`config.mk`:
```
export PLATFORM = sky130hd
export DESIGN_NAME = conv_top
export DESIGN_NICKNAME = d
export VERILOG_FILES = /design/src/conv_cfg_pkg.sv /design/src/conv_types_pkg.sv /design/src/axil_regs.sv /design/src/conv_top.sv /design/src/dot_engine.sv /design/src/image_mem.sv /design/src/result_fifo.sv
export SDC_FILE = /design/constraint.sdc
export NUM_CORES = 2
export LEC_CHECK = 0
export BUFFER_PORTS_ARGS = -buffer_cell sky130_fd_sc_hd__buf_4
export CORE_MARGIN = 4
export CORE_UTILIZATION = 57
export CTS_CLUSTER_DIAMETER = 100
export CTS_CLUSTER_SIZE = 14
export DETAILED_ROUTE_END_ITERATION = 10
export HOLD_SLACK_MARGIN = 0.05
export PLACE_DENSITY = 0.76
export SLEW_MARGIN = 40
export SYNTH_ARGS = -nofsm -noshare
export SYNTH_HDL_FRONTEND = slang
export SYNTH_SLANG_ARGS = --single-unit
export TNS_END_PERCENT = 1
```
`constraint.sdc`:
```
create_clock -name clk -period 9.7 [get_ports clk]
set_input_delay 1.455 -clock clk [delete_from_list [all_inputs] [get_ports clk]]
set_output_delay 1.455 -clock clk [all_outputs]
set_load 0.01 [all_outputs]
```
`src/conv_cfg_pkg.sv`:
```
package conv_cfg_pkg;

    // Image sample and memory geometry
    localparam int IMG_WIDTH_DEF  = 8;
    localparam int DEPTH_NB_DEF   = 8;
    localparam int GROUP_NB_DEF   = 4;
    // Group address, 64 groups over 32 words
    localparam int MEM_AWIDTH_DEF = 6;

    // Result path
    localparam int FIFO_DEPTH_DEF = 4;
    localparam int FIFO_CNT_W     = $clog2(FIFO_DEPTH_DEF + 1);
    localparam int RESULT_W       = 32;

    // AXI4-Lite port widths
    localparam int AXI_AW = 5;
    localparam int AXI_DW = 32;

    // Register map
    localparam logic [AXI_AW-1:0] REG_CTRL     = 5'h00;
    localparam logic [AXI_AW-1:0] REG_IMG_LO   = 5'h04;
    localparam logic [AXI_AW-1:0] REG_IMG_HI   = 5'h08;
    localparam logic [AXI_AW-1:0] REG_IMG_ADDR = 5'h0C;
    localparam logic [AXI_AW-1:0] REG_WEIGHT   = 5'h10;
    localparam logic [AXI_AW-1:0] REG_STATUS   = 5'h14;
    localparam logic [AXI_AW-1:0] REG_RESULT   = 5'h18;

endpackage

```
`src/conv_types_pkg.sv`:
```
package conv_types_pkg;

    import conv_cfg_pkg::*;

    // Word address drops the bank select bits from the group address
    localparam int BANK_LG2_DEF = $clog2(DEPTH_NB_DEF / GROUP_NB_DEF);
    localparam int WORD_AW      = MEM_AWIDTH_DEF - BANK_LG2_DEF;
    localparam int JOB_CNT_W    = MEM_AWIDTH_DEF - 1;

    // One job, count is stored minus one
    typedef struct packed {
        logic                                 valid;
        logic [MEM_AWIDTH_DEF-1:0]            start;
        logic [JOB_CNT_W-1:0]                 count_m1;
        logic [GROUP_NB_DEF*IMG_WIDTH_DEF-1:0] weights;
    } job_cmd_t;

    // Full image word write
    typedef struct packed {
        logic                                 valid;
        logic [WORD_AW-1:0]                   addr;
        logic [DEPTH_NB_DEF*IMG_WIDTH_DEF-1:0] data;
    } mem_wr_t;

    // Group read request
    typedef struct packed {
        logic                      valid;
        logic [MEM_AWIDTH_DEF-1:0] addr;
    } mem_rd_req_t;

    typedef enum logic [1:0] {
        ENG_IDLE,
        ENG_ISSUE,
        ENG_DRAIN,
        ENG_PUSH
    } engine_state_t;

    typedef enum logic [1:0] {
        RESP_OKAY   = 2'b00,
        RESP_SLVERR = 2'b10
    } axi_resp_t;

endpackage

```
`src/axil_regs.sv`:
```
module axil_regs
    import conv_cfg_pkg::*;
    import conv_types_pkg::*;
(
    input  logic                       clk,
    input  logic                       rst,

    input  logic                       awvalid,
    output logic                       awready,
    input  logic [AXI_AW-1:0]          awaddr,
    input  logic                       wvalid,
    output logic                       wready,
    input  logic [AXI_DW-1:0]          wdata,
    output logic                       bvalid,
    input  logic                       bready,
    output logic [1:0]                 bresp,
    input  logic                       arvalid,
    output logic                       arready,
    input  logic [AXI_AW-1:0]          araddr,
    output logic                       rvalid,
    input  logic                       rready,
    output logic [AXI_DW-1:0]          rdata,
    output logic [1:0]                 rresp,

    output mem_wr_t                    mem_wr,
    output job_cmd_t                   job,
    input  logic                       busy,

    input  logic signed [RESULT_W-1:0] fifo_head,
    input  logic                       fifo_empty,
    input  logic                       fifo_full,
    input  logic [FIFO_CNT_W-1:0]      fifo_count,
    output logic                       fifo_pop
);

    logic              wr_fire;
    logic              wr_ok;
    logic              rd_fire;
    axi_resp_t         wr_resp;
    axi_resp_t         rd_resp;
    logic [AXI_DW-1:0] rd_word;
    logic [AXI_DW-1:0] status_word;
    logic [AXI_DW-1:0] stage_lo;
    logic [AXI_DW-1:0] stage_hi;
    logic [AXI_DW-1:0] weight;

    assign wr_fire  = awready && awvalid && wvalid;
    assign wr_ok    = wr_fire && (wr_resp == RESP_OKAY);
    assign arready  = !rvalid;
    assign rd_fire  = arvalid && arready;
    assign fifo_pop = rd_fire && (araddr == REG_RESULT) && !fifo_empty;

    // Image commit and job start are refused while the engine runs
    always_comb begin
        case (awaddr)
            REG_CTRL, REG_IMG_ADDR: wr_resp = busy ? RESP_SLVERR : RESP_OKAY;
            REG_IMG_LO, REG_IMG_HI, REG_WEIGHT: wr_resp = RESP_OKAY;
            REG_STATUS, REG_RESULT: wr_resp = RESP_OKAY;
            default: wr_resp = RESP_SLVERR;
        endcase
    end

    always_comb begin
        status_word = '0;
        status_word[0] = busy;
        status_word[1] = fifo_empty;
        status_word[2] = fifo_full;
        status_word[4 +: FIFO_CNT_W] = fifo_count;
    end

    always_comb begin
        rd_word = '0;
        rd_resp = RESP_OKAY;
        case (araddr)
            REG_CTRL, REG_IMG_ADDR: rd_word = '0;
            REG_IMG_LO: rd_word = stage_lo;
            REG_IMG_HI: rd_word = stage_hi;
            REG_WEIGHT: rd_word = weight;
            REG_STATUS: rd_word = status_word;
            REG_RESULT: begin
                if (fifo_empty) begin
                    rd_resp = RESP_SLVERR;
                end else begin
                    rd_word = fifo_head;
                end
            end
            default: rd_resp = RESP_SLVERR;
        endcase
    end

    // Write channel, address and data are taken together
    always_ff @(posedge clk) begin
        if (wr_fire) begin
            bresp <= wr_resp;
        end
        if (rst) begin
            awready <= 1'b0;
            wready  <= 1'b0;
            bvalid  <= 1'b0;
        end else begin
            awready <= awvalid && wvalid && !awready && !bvalid;
            wready  <= awvalid && wvalid && !awready && !bvalid;
            if (wr_fire) begin
                bvalid <= 1'b1;
            end else if (bready) begin
                bvalid <= 1'b0;
            end
        end
    end

    always_ff @(posedge clk) begin
        if (rd_fire) begin
            rdata <= rd_word;
            rresp <= rd_resp;
        end
        if (rst) begin
            rvalid <= 1'b0;
        end else if (rd_fire) begin
            rvalid <= 1'b1;
        end else if (rready) begin
            rvalid <= 1'b0;
        end
    end

    always_ff @(posedge clk) begin
        if (wr_ok && awaddr == REG_IMG_LO) begin
            stage_lo <= wdata;
        end
        if (wr_ok && awaddr == REG_IMG_HI) begin
            stage_hi <= wdata;
        end
    end

    always_ff @(posedge clk) begin
        if (rst) begin
            weight <= '0;
        end else if (wr_ok && awaddr == REG_WEIGHT) begin
            weight <= wdata;
        end
    end

    // One-cycle pulses towards the memory and the engine
    always_ff @(posedge clk) begin
        mem_wr.addr    <= wdata[$bits(mem_wr.addr)-1:0];
        mem_wr.data    <= {stage_hi, stage_lo};
        job.start      <= wdata[$bits(job.start)-1:0];
        job.count_m1   <= wdata[8 +: $bits(job.count_m1)];
        job.weights    <= weight;
        if (rst) begin
            mem_wr.valid <= 1'b0;
            job.valid    <= 1'b0;
        end else begin
            mem_wr.valid <= wr_ok && (awaddr == REG_IMG_ADDR);
            job.valid    <= wr_ok && (awaddr == REG_CTRL);
        end
    end

endmodule

```
`src/conv_top.sv`:
```
module conv_top
    import conv_cfg_pkg::*;
    import conv_types_pkg::*;
#(
    parameter int DEPTH_NB   = DEPTH_NB_DEF,
    parameter int GROUP_NB   = GROUP_NB_DEF,
    parameter int IMG_WIDTH  = IMG_WIDTH_DEF,
    parameter int MEM_AWIDTH = MEM_AWIDTH_DEF,
    parameter int FIFO_DEPTH = FIFO_DEPTH_DEF
) (
    input  logic              clk,
    input  logic              rst,
    input  logic              awvalid,
    output logic              awready,
    input  logic [AXI_AW-1:0] awaddr,
    input  logic              wvalid,
    output logic              wready,
    input  logic [AXI_DW-1:0] wdata,
    output logic              bvalid,
    input  logic              bready,
    output logic [1:0]        bresp,
    input  logic              arvalid,
    output logic              arready,
    input  logic [AXI_AW-1:0] araddr,
    output logic              rvalid,
    input  logic              rready,
    output logic [AXI_DW-1:0] rdata,
    output logic [1:0]        rresp
);

    mem_wr_t                       mem_wr;
    job_cmd_t                      job;
    mem_rd_req_t                   rd_req;
    logic [GROUP_NB*IMG_WIDTH-1:0] rd_data;
    logic                          rd_data_val;
    logic                          busy;
    logic                          push;
    logic signed [RESULT_W-1:0]    result;
    logic signed [RESULT_W-1:0]    fifo_head;
    logic                          fifo_empty;
    logic                          fifo_full;
    logic [$clog2(FIFO_DEPTH+1)-1:0] fifo_count;
    logic                          fifo_pop;

    axil_regs u_regs (
        .clk, .rst,
        .awvalid, .awready, .awaddr, .wvalid, .wready, .wdata,
        .bvalid, .bready, .bresp,
        .arvalid, .arready, .araddr, .rvalid, .rready, .rdata, .rresp,
        .mem_wr, .job, .busy,
        .fifo_head, .fifo_empty, .fifo_full, .fifo_count, .fifo_pop
    );

    image_mem #(
        .DEPTH_NB(DEPTH_NB), .GROUP_NB(GROUP_NB),
        .IMG_WIDTH(IMG_WIDTH), .MEM_AWIDTH(MEM_AWIDTH)
    ) u_mem (
        .clk, .rst, .wr(mem_wr), .rd(rd_req), .rd_data, .rd_data_val
    );

    dot_engine #(
        .GROUP_NB(GROUP_NB), .IMG_WIDTH(IMG_WIDTH), .MEM_AWIDTH(MEM_AWIDTH)
    ) u_engine (
        .clk, .rst, .job, .rd(rd_req), .rd_data, .rd_data_val,
        .busy, .push, .result, .fifo_full
    );

    result_fifo #(.DEPTH(FIFO_DEPTH)) u_fifo (
        .clk, .rst, .push, .din(result), .pop(fifo_pop),
        .head(fifo_head), .empty(fifo_empty), .full(fifo_full), .count(fifo_count)
    );

endmodule

```
`src/dot_engine.sv`:
```
module dot_engine
    import conv_cfg_pkg::*;
    import conv_types_pkg::*;
#(
    parameter int GROUP_NB   = GROUP_NB_DEF,
    parameter int IMG_WIDTH  = IMG_WIDTH_DEF,
    parameter int MEM_AWIDTH = MEM_AWIDTH_DEF
) (
    input  logic                          clk,
    input  logic                          rst,
    input  job_cmd_t                      job,
    output mem_rd_req_t                   rd,
    input  logic [GROUP_NB*IMG_WIDTH-1:0] rd_data,
    input  logic                          rd_data_val,
    output logic                          busy,
    output logic                          push,
    output logic signed [RESULT_W-1:0]    result,
    input  logic                          fifo_full
);

    localparam int LANE_DW = GROUP_NB * IMG_WIDTH;

    engine_state_t              state;
    logic [MEM_AWIDTH-1:0]      rd_addr;
    logic [JOB_CNT_W-1:0]       issue_left;
    logic [JOB_CNT_W-1:0]       ret_left;
    logic [LANE_DW-1:0]         weights;
    logic signed [RESULT_W-1:0] acc;

    // Lanes are unsigned pixels, weights are signed bytes
    function automatic logic signed [RESULT_W-1:0] group_dot(
        input logic [LANE_DW-1:0] data,
        input logic [LANE_DW-1:0] wts
    );
        logic signed [RESULT_W-1:0]  sum;
        logic signed [IMG_WIDTH:0]   lane;
        logic signed [IMG_WIDTH-1:0] w;
        logic signed [2*IMG_WIDTH:0] prod;
        sum = '0;
        for (int i = 0; i < GROUP_NB; i++) begin
            lane = $signed({1'b0, data[i*IMG_WIDTH +: IMG_WIDTH]});
            w    = $signed(wts[i*IMG_WIDTH +: IMG_WIDTH]);
            prod = lane * w;
            sum  = sum + RESULT_W'(prod);
        end
        return sum;
    endfunction

    always_ff @(posedge clk) begin
        if (rst) begin
            state <= ENG_IDLE;
        end else begin
            case (state)
                ENG_IDLE:  if (job.valid) state <= ENG_ISSUE;
                ENG_ISSUE: if (issue_left == '0) state <= ENG_DRAIN;
                ENG_DRAIN: if (rd_data_val && ret_left == '0) state <= ENG_PUSH;
                ENG_PUSH:  if (!fifo_full) state <= ENG_IDLE;
                default:   state <= ENG_IDLE;
            endcase
        end
    end

    // Returns can start while reads are still being issued
    always_ff @(posedge clk) begin
        if (state == ENG_IDLE && job.valid) begin
            rd_addr    <= job.start;
            issue_left <= job.count_m1;
            ret_left   <= job.count_m1;
            weights    <= job.weights;
            acc        <= '0;
        end else begin
            if (state == ENG_ISSUE) begin
                rd_addr    <= rd_addr + 1'b1;
                issue_left <= issue_left - 1'b1;
            end
            if (rd_data_val) begin
                ret_left <= ret_left - 1'b1;
                acc      <= acc + group_dot(rd_data, weights);
            end
        end
    end

    always_comb begin
        rd.valid = (state == ENG_ISSUE);
        rd.addr  = rd_addr;
    end

    assign busy   = (state != ENG_IDLE);
    assign push   = (state == ENG_PUSH) && !fifo_full;
    assign result = acc;

endmodule

```
`src/image_mem.sv`:
```
module image_mem
    import conv_cfg_pkg::*;
    import conv_types_pkg::*;
#(
    parameter int DEPTH_NB   = DEPTH_NB_DEF,
    parameter int GROUP_NB   = GROUP_NB_DEF,
    parameter int IMG_WIDTH  = IMG_WIDTH_DEF,
    parameter int MEM_AWIDTH = MEM_AWIDTH_DEF
) (
    input  logic                          clk,
    input  logic                          rst,
    input  mem_wr_t                       wr,
    input  mem_rd_req_t                   rd,
    output logic [GROUP_NB*IMG_WIDTH-1:0] rd_data,
    output logic                          rd_data_val
);

    // Bank count must be a power of two, at least two
    localparam int BANK_DW    = GROUP_NB * IMG_WIDTH;
    localparam int BANK_NB    = DEPTH_NB / GROUP_NB;
    localparam int BANK_LG2   = $clog2(BANK_NB);
    localparam int BANK_AW    = MEM_AWIDTH - BANK_LG2;
    localparam int BANK_DEPTH = 1 << BANK_AW;

    logic [DEPTH_NB*IMG_WIDTH-1:0] wr_data_1p;
    logic                          wr_val_1p;
    logic                          rd_val_1p;
    logic                          rd_val_2p;
    logic [BANK_AW-1:0]            addr_1p;
    logic [BANK_LG2-1:0]           mux_1p;
    logic [BANK_LG2-1:0]           mux_2p;
    logic [BANK_DW-1:0]            rd_data_2p [BANK_NB];

    always_ff @(posedge clk) begin
        wr_data_1p <= wr.data;
    end

    // Write wins, a read in the same cycle is dropped
    always_ff @(posedge clk) begin
        if (rst) begin
            wr_val_1p   <= 1'b0;
            rd_val_1p   <= 1'b0;
            rd_val_2p   <= 1'b0;
            rd_data_val <= 1'b0;
        end else begin
            wr_val_1p   <= wr.valid;
            rd_val_1p   <= rd.valid && !wr.valid;
            rd_val_2p   <= rd_val_1p;
            rd_data_val <= rd_val_2p;
        end
    end

    // Shared row address for all banks
    always_ff @(posedge clk) begin
        if (wr.valid) begin
            addr_1p <= wr.addr;
        end else if (rd.valid) begin
            addr_1p <= rd.addr[BANK_LG2 +: BANK_AW];
        end
    end

    // Bank select follows the read through the array stage
    always_ff @(posedge clk) begin
        mux_1p <= rd.addr[0 +: BANK_LG2];
        mux_2p <= mux_1p;
    end

    for (genvar b = 0; b < BANK_NB; b++) begin : g_bank
        logic [BANK_DW-1:0] bank [BANK_DEPTH];

        always_ff @(posedge clk) begin
            if (wr_val_1p) begin
                bank[addr_1p] <= wr_data_1p[b*BANK_DW +: BANK_DW];
            end else if (rd_val_1p) begin
                rd_data_2p[b] <= bank[addr_1p];
            end
        end
    end

    always_ff @(posedge clk) begin
        rd_data <= rd_data_2p[mux_2p];
    end

endmodule

```
`src/result_fifo.sv`:
```
module result_fifo
    import conv_cfg_pkg::*;
#(
    parameter int DEPTH = FIFO_DEPTH_DEF
) (
    input  logic                             clk,
    input  logic                             rst,
    input  logic                             push,
    input  logic signed [RESULT_W-1:0]       din,
    input  logic                             pop,
    output logic signed [RESULT_W-1:0]       head,
    output logic                             empty,
    output logic                             full,
    output logic [$clog2(DEPTH+1)-1:0]       count
);

    localparam int PTR_W = $clog2(DEPTH);

    logic signed [RESULT_W-1:0] mem [DEPTH];
    logic [PTR_W-1:0]           wr_ptr;
    logic [PTR_W-1:0]           rd_ptr;
    logic                       do_push;
    logic                       do_pop;

    assign do_push = push && !full;
    assign do_pop  = pop && !empty;

    always_ff @(posedge clk) begin
        if (do_push) begin
            mem[wr_ptr] <= din;
        end
    end

    // Pointers wrap at DEPTH so any depth works
    always_ff @(posedge clk) begin
        if (rst) begin
            wr_ptr <= '0;
            rd_ptr <= '0;
            count  <= '0;
        end else begin
            if (do_push) begin
                wr_ptr <= (wr_ptr == PTR_W'(DEPTH - 1)) ? '0 : wr_ptr + 1'b1;
            end
            if (do_pop) begin
                rd_ptr <= (rd_ptr == PTR_W'(DEPTH - 1)) ? '0 : rd_ptr + 1'b1;
            end
            count <= count + do_push - do_pop;
        end
    end

    assign head  = mem[rd_ptr];
    assign empty = (count == '0);
    assign full  = (count == DEPTH);

endmodule

```
## Word-level counts from Yosys, hierarchy flattened

Memories as Yosys holds them, arrays and structs flattened. A register that Yosys moved wholly into a read port is not among the register bits.
Cells that the tools add are included.

| word-level totals | value |
|---|---|
| bits in registers | 413 |
| memory bits (writable) | 2240 |
| input bits | 49 |
| output and inout bits | 41 |
| word-level logic and storage cells | 153 |
| memories kept | 4 |

| operators by class | value |
|---|---|
| add/sub/neg operators | 11 |
| multipliers | 4 |
| equal/unequal tests | 22 |
| multiplexer cells | 36 |
| reduce and logical (&&, ||, !) cells | 43 |

Memories:

| name | depth | width | read ports | clocked after Yosys merged registers in | wr ports | RTL line | RTL |
|---|---|---|---|---|---|---|---|
| u_mem.g_bank[0].bank | 32 | 32 | 1 | 1 | 1 | image_mem.sv:69 | `logic [BANK_DW-1:0] bank [BANK_DEPTH];` |
| u_mem.g_bank[1].bank | 32 | 32 | 1 | 1 | 1 | image_mem.sv:69 |  |
| u_fifo.mem | 4 | 32 | 1 | 1 | 1 | result_fifo.sv:19 | `logic signed [RESULT_W-1:0] mem [DEPTH];` |
| u_mem.rd_data_2p | 2 | 32 | 1 | 1 | 2 | image_mem.sv:32 | `logic [BANK_DW-1:0] rd_data_2p [BANK_NB];` |

Operators by type and width:

| kind | number |
|---|---|
| 32-bit case mux with 5 select lines | 1 |
| 9-bit by 8-bit multiplier with 17-bit output | 4 |
| 5-bit 2-to-1 mux | 8 |
| 32-bit by 17-bit adder with 32-bit output | 1 |
| 32-bit adder | 1 |
| 32-bit 2-to-1 mux | 1 |
| 5-bit equality test, second input constant | 6 |
| 5-bit by 4-bit equality test with 1-bit output, second input constant | 4 |
| 1-bit logical AND | 20 |
| 5-bit zero test | 4 |
| 2-bit 2-to-1 mux | 10 |
| 18-bit by 17-bit adder with 19-bit output | 1 |
| 17-bit by 17-bit adder with 18-bit output | 1 |
| 6-bit 2-to-1 mux | 2 |
| 2-bit nonzero test | 6 |
| 1-bit 2-to-1 mux | 11 |
| 5-bit by 3-bit equality test with 1-bit output, second input constant | 2 |
| 5-bit by 1-bit subtractor with 5-bit output, second input constant | 2 |
| 2-bit equality test, second input constant | 4 |
| 2-bit case mux with 2 select lines | 2 |
| 2-bit case mux with 4 select lines | 1 |
| 6-bit by 1-bit adder with 6-bit output, second input constant | 1 |
| 1-bit zero test | 6 |
| 6-bit OR reduction | 1 |
| 12 further kinds | 16 |

## Depth between registers and ports, before layout

| depth | value |
|---|---|
| depth in word-level cells | 7 |
| depth in mapped cells | 40 |
| mapped depth without buffers | 38 |

## Cells and area by module

From an unflattened synthesis, not the netlist that was laid out.

| unflattened totals | value |
|---|---|
| cell total of the unflattened synthesis | 5784 |
| area total of the unflattened synthesis | 109368.6 µm² |

By module, submodules not included:

| module | times used | cells an instance | area each (µm²) | sequential area each (µm²) |
|---|---|---|---|---|
| image_mem | 1 | 3500 | 81730.9 | 65713.0 |
| dot_engine | 1 | 1559 | 15219.6 | 2122.0 |
| axil_regs | 1 | 508 | 7324.5 | 5825.6 |
| result_fifo | 1 | 217 | 5093.6 | 4023.9 |

## Worst setup path before layout

Ideal clock, no wire load.

| timing | value |
|---|---|
| kind | register -> register |
| start | register u_mem.rd_data[5], read port of u_mem.rd_data_2p |
| end | register u_engine.acc[24], in the netlist u_engine.result[24] |
| setup time | 0.117 ns |
| arrival time | 9.708 ns |
| required time | 9.583 ns |
| path slack | -0.126 ns |
| cell stages (with the launch flop) | 37 |
| path buffers | 2 |
| cell sequence | dfxtp_1 > clkbuf_1 > nand2_1 > fa_1 > inv_1 > fa_1 > inv_1 > fa_1 > fa_1 > inv_1 > fa_1 > fa_1 > inv_1 > fa_1 > inv_1 > ha_1 > nor2b_1 > o21a_1 > nor2_1 > xnor2_1 > fa_1 > inv_1 > fa_1 > fa_1 > inv_1 > fa_1 > inv_1 > fa_1 > ha_1 > and2_1 > a31oi_1 > and3b_1 > buf_2 > or4_4 > a21o_1 > a21o_1 > a32o_1 |

| between the ends | value |
|---|---|
| longest elaborated chain between the ends | 5 |

Ends and longest elaborated chain:

| what | RTL line | RTL |
|---|---|---|
| from (decl) | image_mem.sv:14 | `output logic [GROUP_NB*IMG_WIDTH-1:0] rd_data,` |
| 9-bit by 8-bit multiplier with 17-bit output | dot_engine.sv:43 | `prod = lane * w;` |
| 17-bit by 17-bit adder with 18-bit output | dot_engine.sv:44 | `sum = sum + RESULT_W'(prod);` |
| 18-bit by 17-bit adder with 19-bit output | dot_engine.sv:44 |  |
| 32-bit by 17-bit adder with 32-bit output | dot_engine.sv:44 |  |
| 32-bit adder | dot_engine.sv:78 | `acc <= acc + group_dot(rd_data, weights);` |
| to (signal assigned) | dot_engine.sv:78 |  |
| to (decl) | dot_engine.sv:28 | `logic signed [RESULT_W-1:0] acc;` |

Every way passes these cells.
A chain may end at the register's enable or synchronous reset.

## Worst setup path after layout

| timing | value |
|---|---|
| start | register u_engine.weights[2] |
| end | register u_engine.acc[24], in the netlist u_engine.result[24] |

| between the ends | value |
|---|---|
| longest elaborated chain between the ends | 5 |

Ends and longest elaborated chain:

| what | RTL line | RTL |
|---|---|---|
| from (decl) | dot_engine.sv:27 | `logic [LANE_DW-1:0] weights;` |
| from (signal assigned) | dot_engine.sv:69 | `weights <= job.weights;` |
| 9-bit by 8-bit multiplier with 17-bit output | dot_engine.sv:43 |  |
| 17-bit by 17-bit adder with 18-bit output | dot_engine.sv:44 |  |
| 18-bit by 17-bit adder with 19-bit output | dot_engine.sv:44 |  |
| 32-bit by 17-bit adder with 32-bit output | dot_engine.sv:44 |  |
| 32-bit adder | dot_engine.sv:78 |  |

Every way passes these cells.

==> results.toml <==
[global_route]
grt_usage_pct = 27.70
grt_overflow = 0
grt_max_degree = 133
grt_pass1_vias = 56130
grt_pass1_wl_microns = 394700
antenna_found_initial = 29

[floorplan]
rows = 160
die_w_microns = 445.9
start_util_pct = 57.40
pin_count = 90
coreArea_sq_um = 190400
dieArea_sq_um = 198800
die_h_microns = 445.9

[pwr]
p_per_area_nw_per_um2 = 200.0
p_leak_nw = 41.13
p_comb_share_pct = 13.3
pwr-share-clk_pct = 33.3
swShare_pct = 23.36
p_switching_mw = 5.655
p_int_mw = 18.55
p_seq_share_pct = 53.4
peakVddDrop_uv = 178.5

[drt]
wl_microns = 270700
final_antenna_net_count = 0
num_vias = 54970
drc = 0
drtPass1Iterations = 9
routed_via_density = 6.447
drt_iter0_drc = 8104
wire_per_inst_microns = 31.75

[timing]
worst_slack_ps = -27.19
setup_viol = 2
rsz0062_at_grt = "yes"
max_freq_mhz = 102.8
slew_headroom_pct = 38.77
fin_setup_tns_ps = -52.57
worst_pin_slew_ps = 918.5
period_needed_ps = 9727
fin_crit_sh_pct = 100.3
hold_viol_final = 0
fin_hold_ws_ps = 319.8
maxSlewViolCount = 0
fin_skew_ps = 39.44

[layout]
fin_nets = 6324
area_growth_pct = 10.77
final_layout_size_suffix_gt1_share_pct = 24.98

[clock_tree]
cts_sinks = 2685
root_buffer = "clkbuf_16"
htreeDepth = 4
cts_tree = "built"
tritoncts.num_buffers = 211
clk_path_buf_depth = 3
worstSkewPairLatency_ps = 860
clk_pin_slew_ps = 80
ctsHoldBuffers = 0

[critical_path]
startpoint_type = "register"
end_kind = "register"
crit_path_max_incr_delay_ps = 560
worst-path-max-fanout = 3
crit_required_ps = 10450
worstSetupPathType = "register to register"
crit_slowest_cell = "or4_4"
critPathMostFrequentCell = "fa_1"
cp.arrival_ps = 10480

[synth]
ys_warn_count = 0
synth.avg_cell_area_sq_um = 19.89
postSynth.asyncResetShare_pct = 0
synth_top_cells_by_area = "edfxtp_1 (66%), mux4_2 (14%), dfxtp_1 (5.4%)"
yosysTopAreaCell = "edfxtp_1"
synth_area_sq_um = 109300
synth-seq-cells = 2685
ys_seq_area_share_pct = 71.09
synth.distinct_cells = 68
post_synth_inst_count = 5494
ys.flop_type = "edfxtp_1"
synth_top_area_share_pct = 65.70
synth-edff-count = 2391

[place]
globalplace.congestion = 0.8962
portBuffers = 87
preCtsSetupSlack_ps = -142.8
post-dp-hpwl_microns = 150900

[run]
cap_violations = 0

[outcome]
outcome = "finished with violations"
violations = "negative setup slack"

[worst_hold_path]
hp-class = "register to register"
==> worst max-delay path, delay by kind of cell, from the launching register on <==
| family | cells | cell delay (ps) |
|---|---|---|
| fa+ha+maj | 14 | 6530 |
| simple gates | 6 | 1240 |
| compound gates | 5 | 970 |
| flops | 1 | 410 |
| buf+inv | 8 | 370 |
| xor+xnor | 1 | 90 |
==> registers in the layout, indices dropped and copies added, names as in the netlist, 6 cells and up, named ones only <==
name and count:
u_mem.rd_data 32, u_engine.result 32, u_regs.stage_lo 32, u_regs.job 40, u_engine.rd_addr 6, u_regs.mem_wr 69, u_regs.weight 32, u_regs.rdata 32
u_engine.weights 32, u_mem.g_bank.bank 2048, u_mem.wr_data_1p 64, u_mem.rd_data_2p 64, u_regs.stage_hi 32, u_fifo.mem 128
==> per-layer routing <==
layer	track usage (%)	vias up	routed length (microns)
li1	-	22110	-
met1	39.07	28870	100800
met2	43.09	3403	129800
met3	5.488	564	27780
met4	11.56	16	12180
met5	0	-	110
==> cells by family (layout without fill, tap and decap cells) <==
group | count (synthesis) | after routing | share of synthesized area [%]
AO/OA/AOI/OAI | 249 | 249 | 1.497
XOR/XNOR | 45 | 45 | 0.3607
buffers and inverters | 589 | 1079 | 2.091
adder cells (fa/ha/maj) | 461 | 461 | 6.900
other | 1 | 32 | 0.003432
AND/OR/NAND/NOR | 662 | 662 | 2.898
flip-flops | 2685 | 2685 | 71.09
multiplexers | 802 | 802 | 15.16
==> layout by cell type (no fill, tap or decap), types with 33 or more instances in the layout <==
cell type / synthesis / routed
a21oi_1: 88 / 84
and2_1: 133 / 131
buf_4: 3 / 268
clkbuf_1: 134 / 156
clkbuf_16: 0 / 215
dfxtp_1: 294 / 221
dfxtp_2: 0 / 68
edfxtp_1: 2391 / 2391
fa_1: 236 / 232
ha_1: 225 / 216
inv_1: 373 / 367
mux2_2: 106 / 106
mux4_2: 672 / 672
nand2_1: 275 / 275
nor2_1: 118 / 82
nor2_4: 0 / 33
o21ai_0: 51 / 42
==> Yosys cell counts, types with 19 or more instances <==
master and count:
xnor2_1 25, fa_1 236, buf_1 27, a222oi_1 29, nand2_1 275, clkbuf_1 134, nor2_1 118, mux4_2 672
dfxtp_1 294, xor2_1 20, inv_1 373, nor3_1 19, mux2_2 106, mux2i_1 24, o21ai_0 51, ha_1 225
nand2b_1 31, edfxtp_1 2391, and2_1 133, a21oi_1 88, buf_2 50
==> power groups by stage <==
stage | Sequential (mW) | Clock (mW) | Combinational (mW)
after floorplan | 13.0 | 0 | 2.45
after global placement | 13.2 | 0 | 3.13
after detailed placement | 13.2 | 0 | 3.19
after CTS | 12.9 | 8.13 | 3.24
after global routing | 12.9 | 8.64 | 3.44
final | 12.9 | 8.06 | 3.23
==> through the flow <==
step | area (sq um) | instances | total power [mW] | utilization [%]
after CTS | 120700 | 8490 | 24.28 | 63.38
after detailed placement | 114400 | 8099 | 16.35 | 60.08
final | 121000 | 8526 | 24.21 | 63.58
after global routing | 121000 | 8518 | 25.01 | 63.57
after floorplan | 109300 | 5495 | 15.45 | -
after global placement | 114100 | 8084 | 16.29 | 59.94
==> what timing repair did <==
action	4_1_cts	5_1_grt
endpoints found under the setup margin	4	21
setup buffers	7	2
pin swaps	24	34
gates resized for setup	18	40
==> cell type report <==
class                   instances  area, sq um
diodes                         30        75.07
clock buffers                 372         5979
clock inverters                12        165.2
fillers                     12470        69340
inverters                     375         1408
multi-input cells            2221        29840
flip-flops and latches       2685        77790
well taps                    2511         3142
repair buffers                320         2649
==> worst paths after layout <==
kind | depth (start not counted) | to | start | slack (ps)
setup reg to reg | 34 | u_engine.result[24]$_SDFFE_PP0P_ | u_engine.weights[2]$_DFFE_PP_ | -30
hold reg to reg | 0 | u_mem.wr_data_1p[23]$_DFF_P_ | u_regs.mem_wr[23]$_DFF_P_ | 320
setup / recovery | 34 | u_engine.result[24]$_SDFFE_PP0P_ | u_engine.weights[2]$_DFFE_PP_ | -30
hold / removal | 0 | u_mem.wr_data_1p[23]$_DFF_P_ | u_regs.mem_wr[23]$_DFF_P_ | 320
Note: power is estimated with default switching activity, not from simulation.
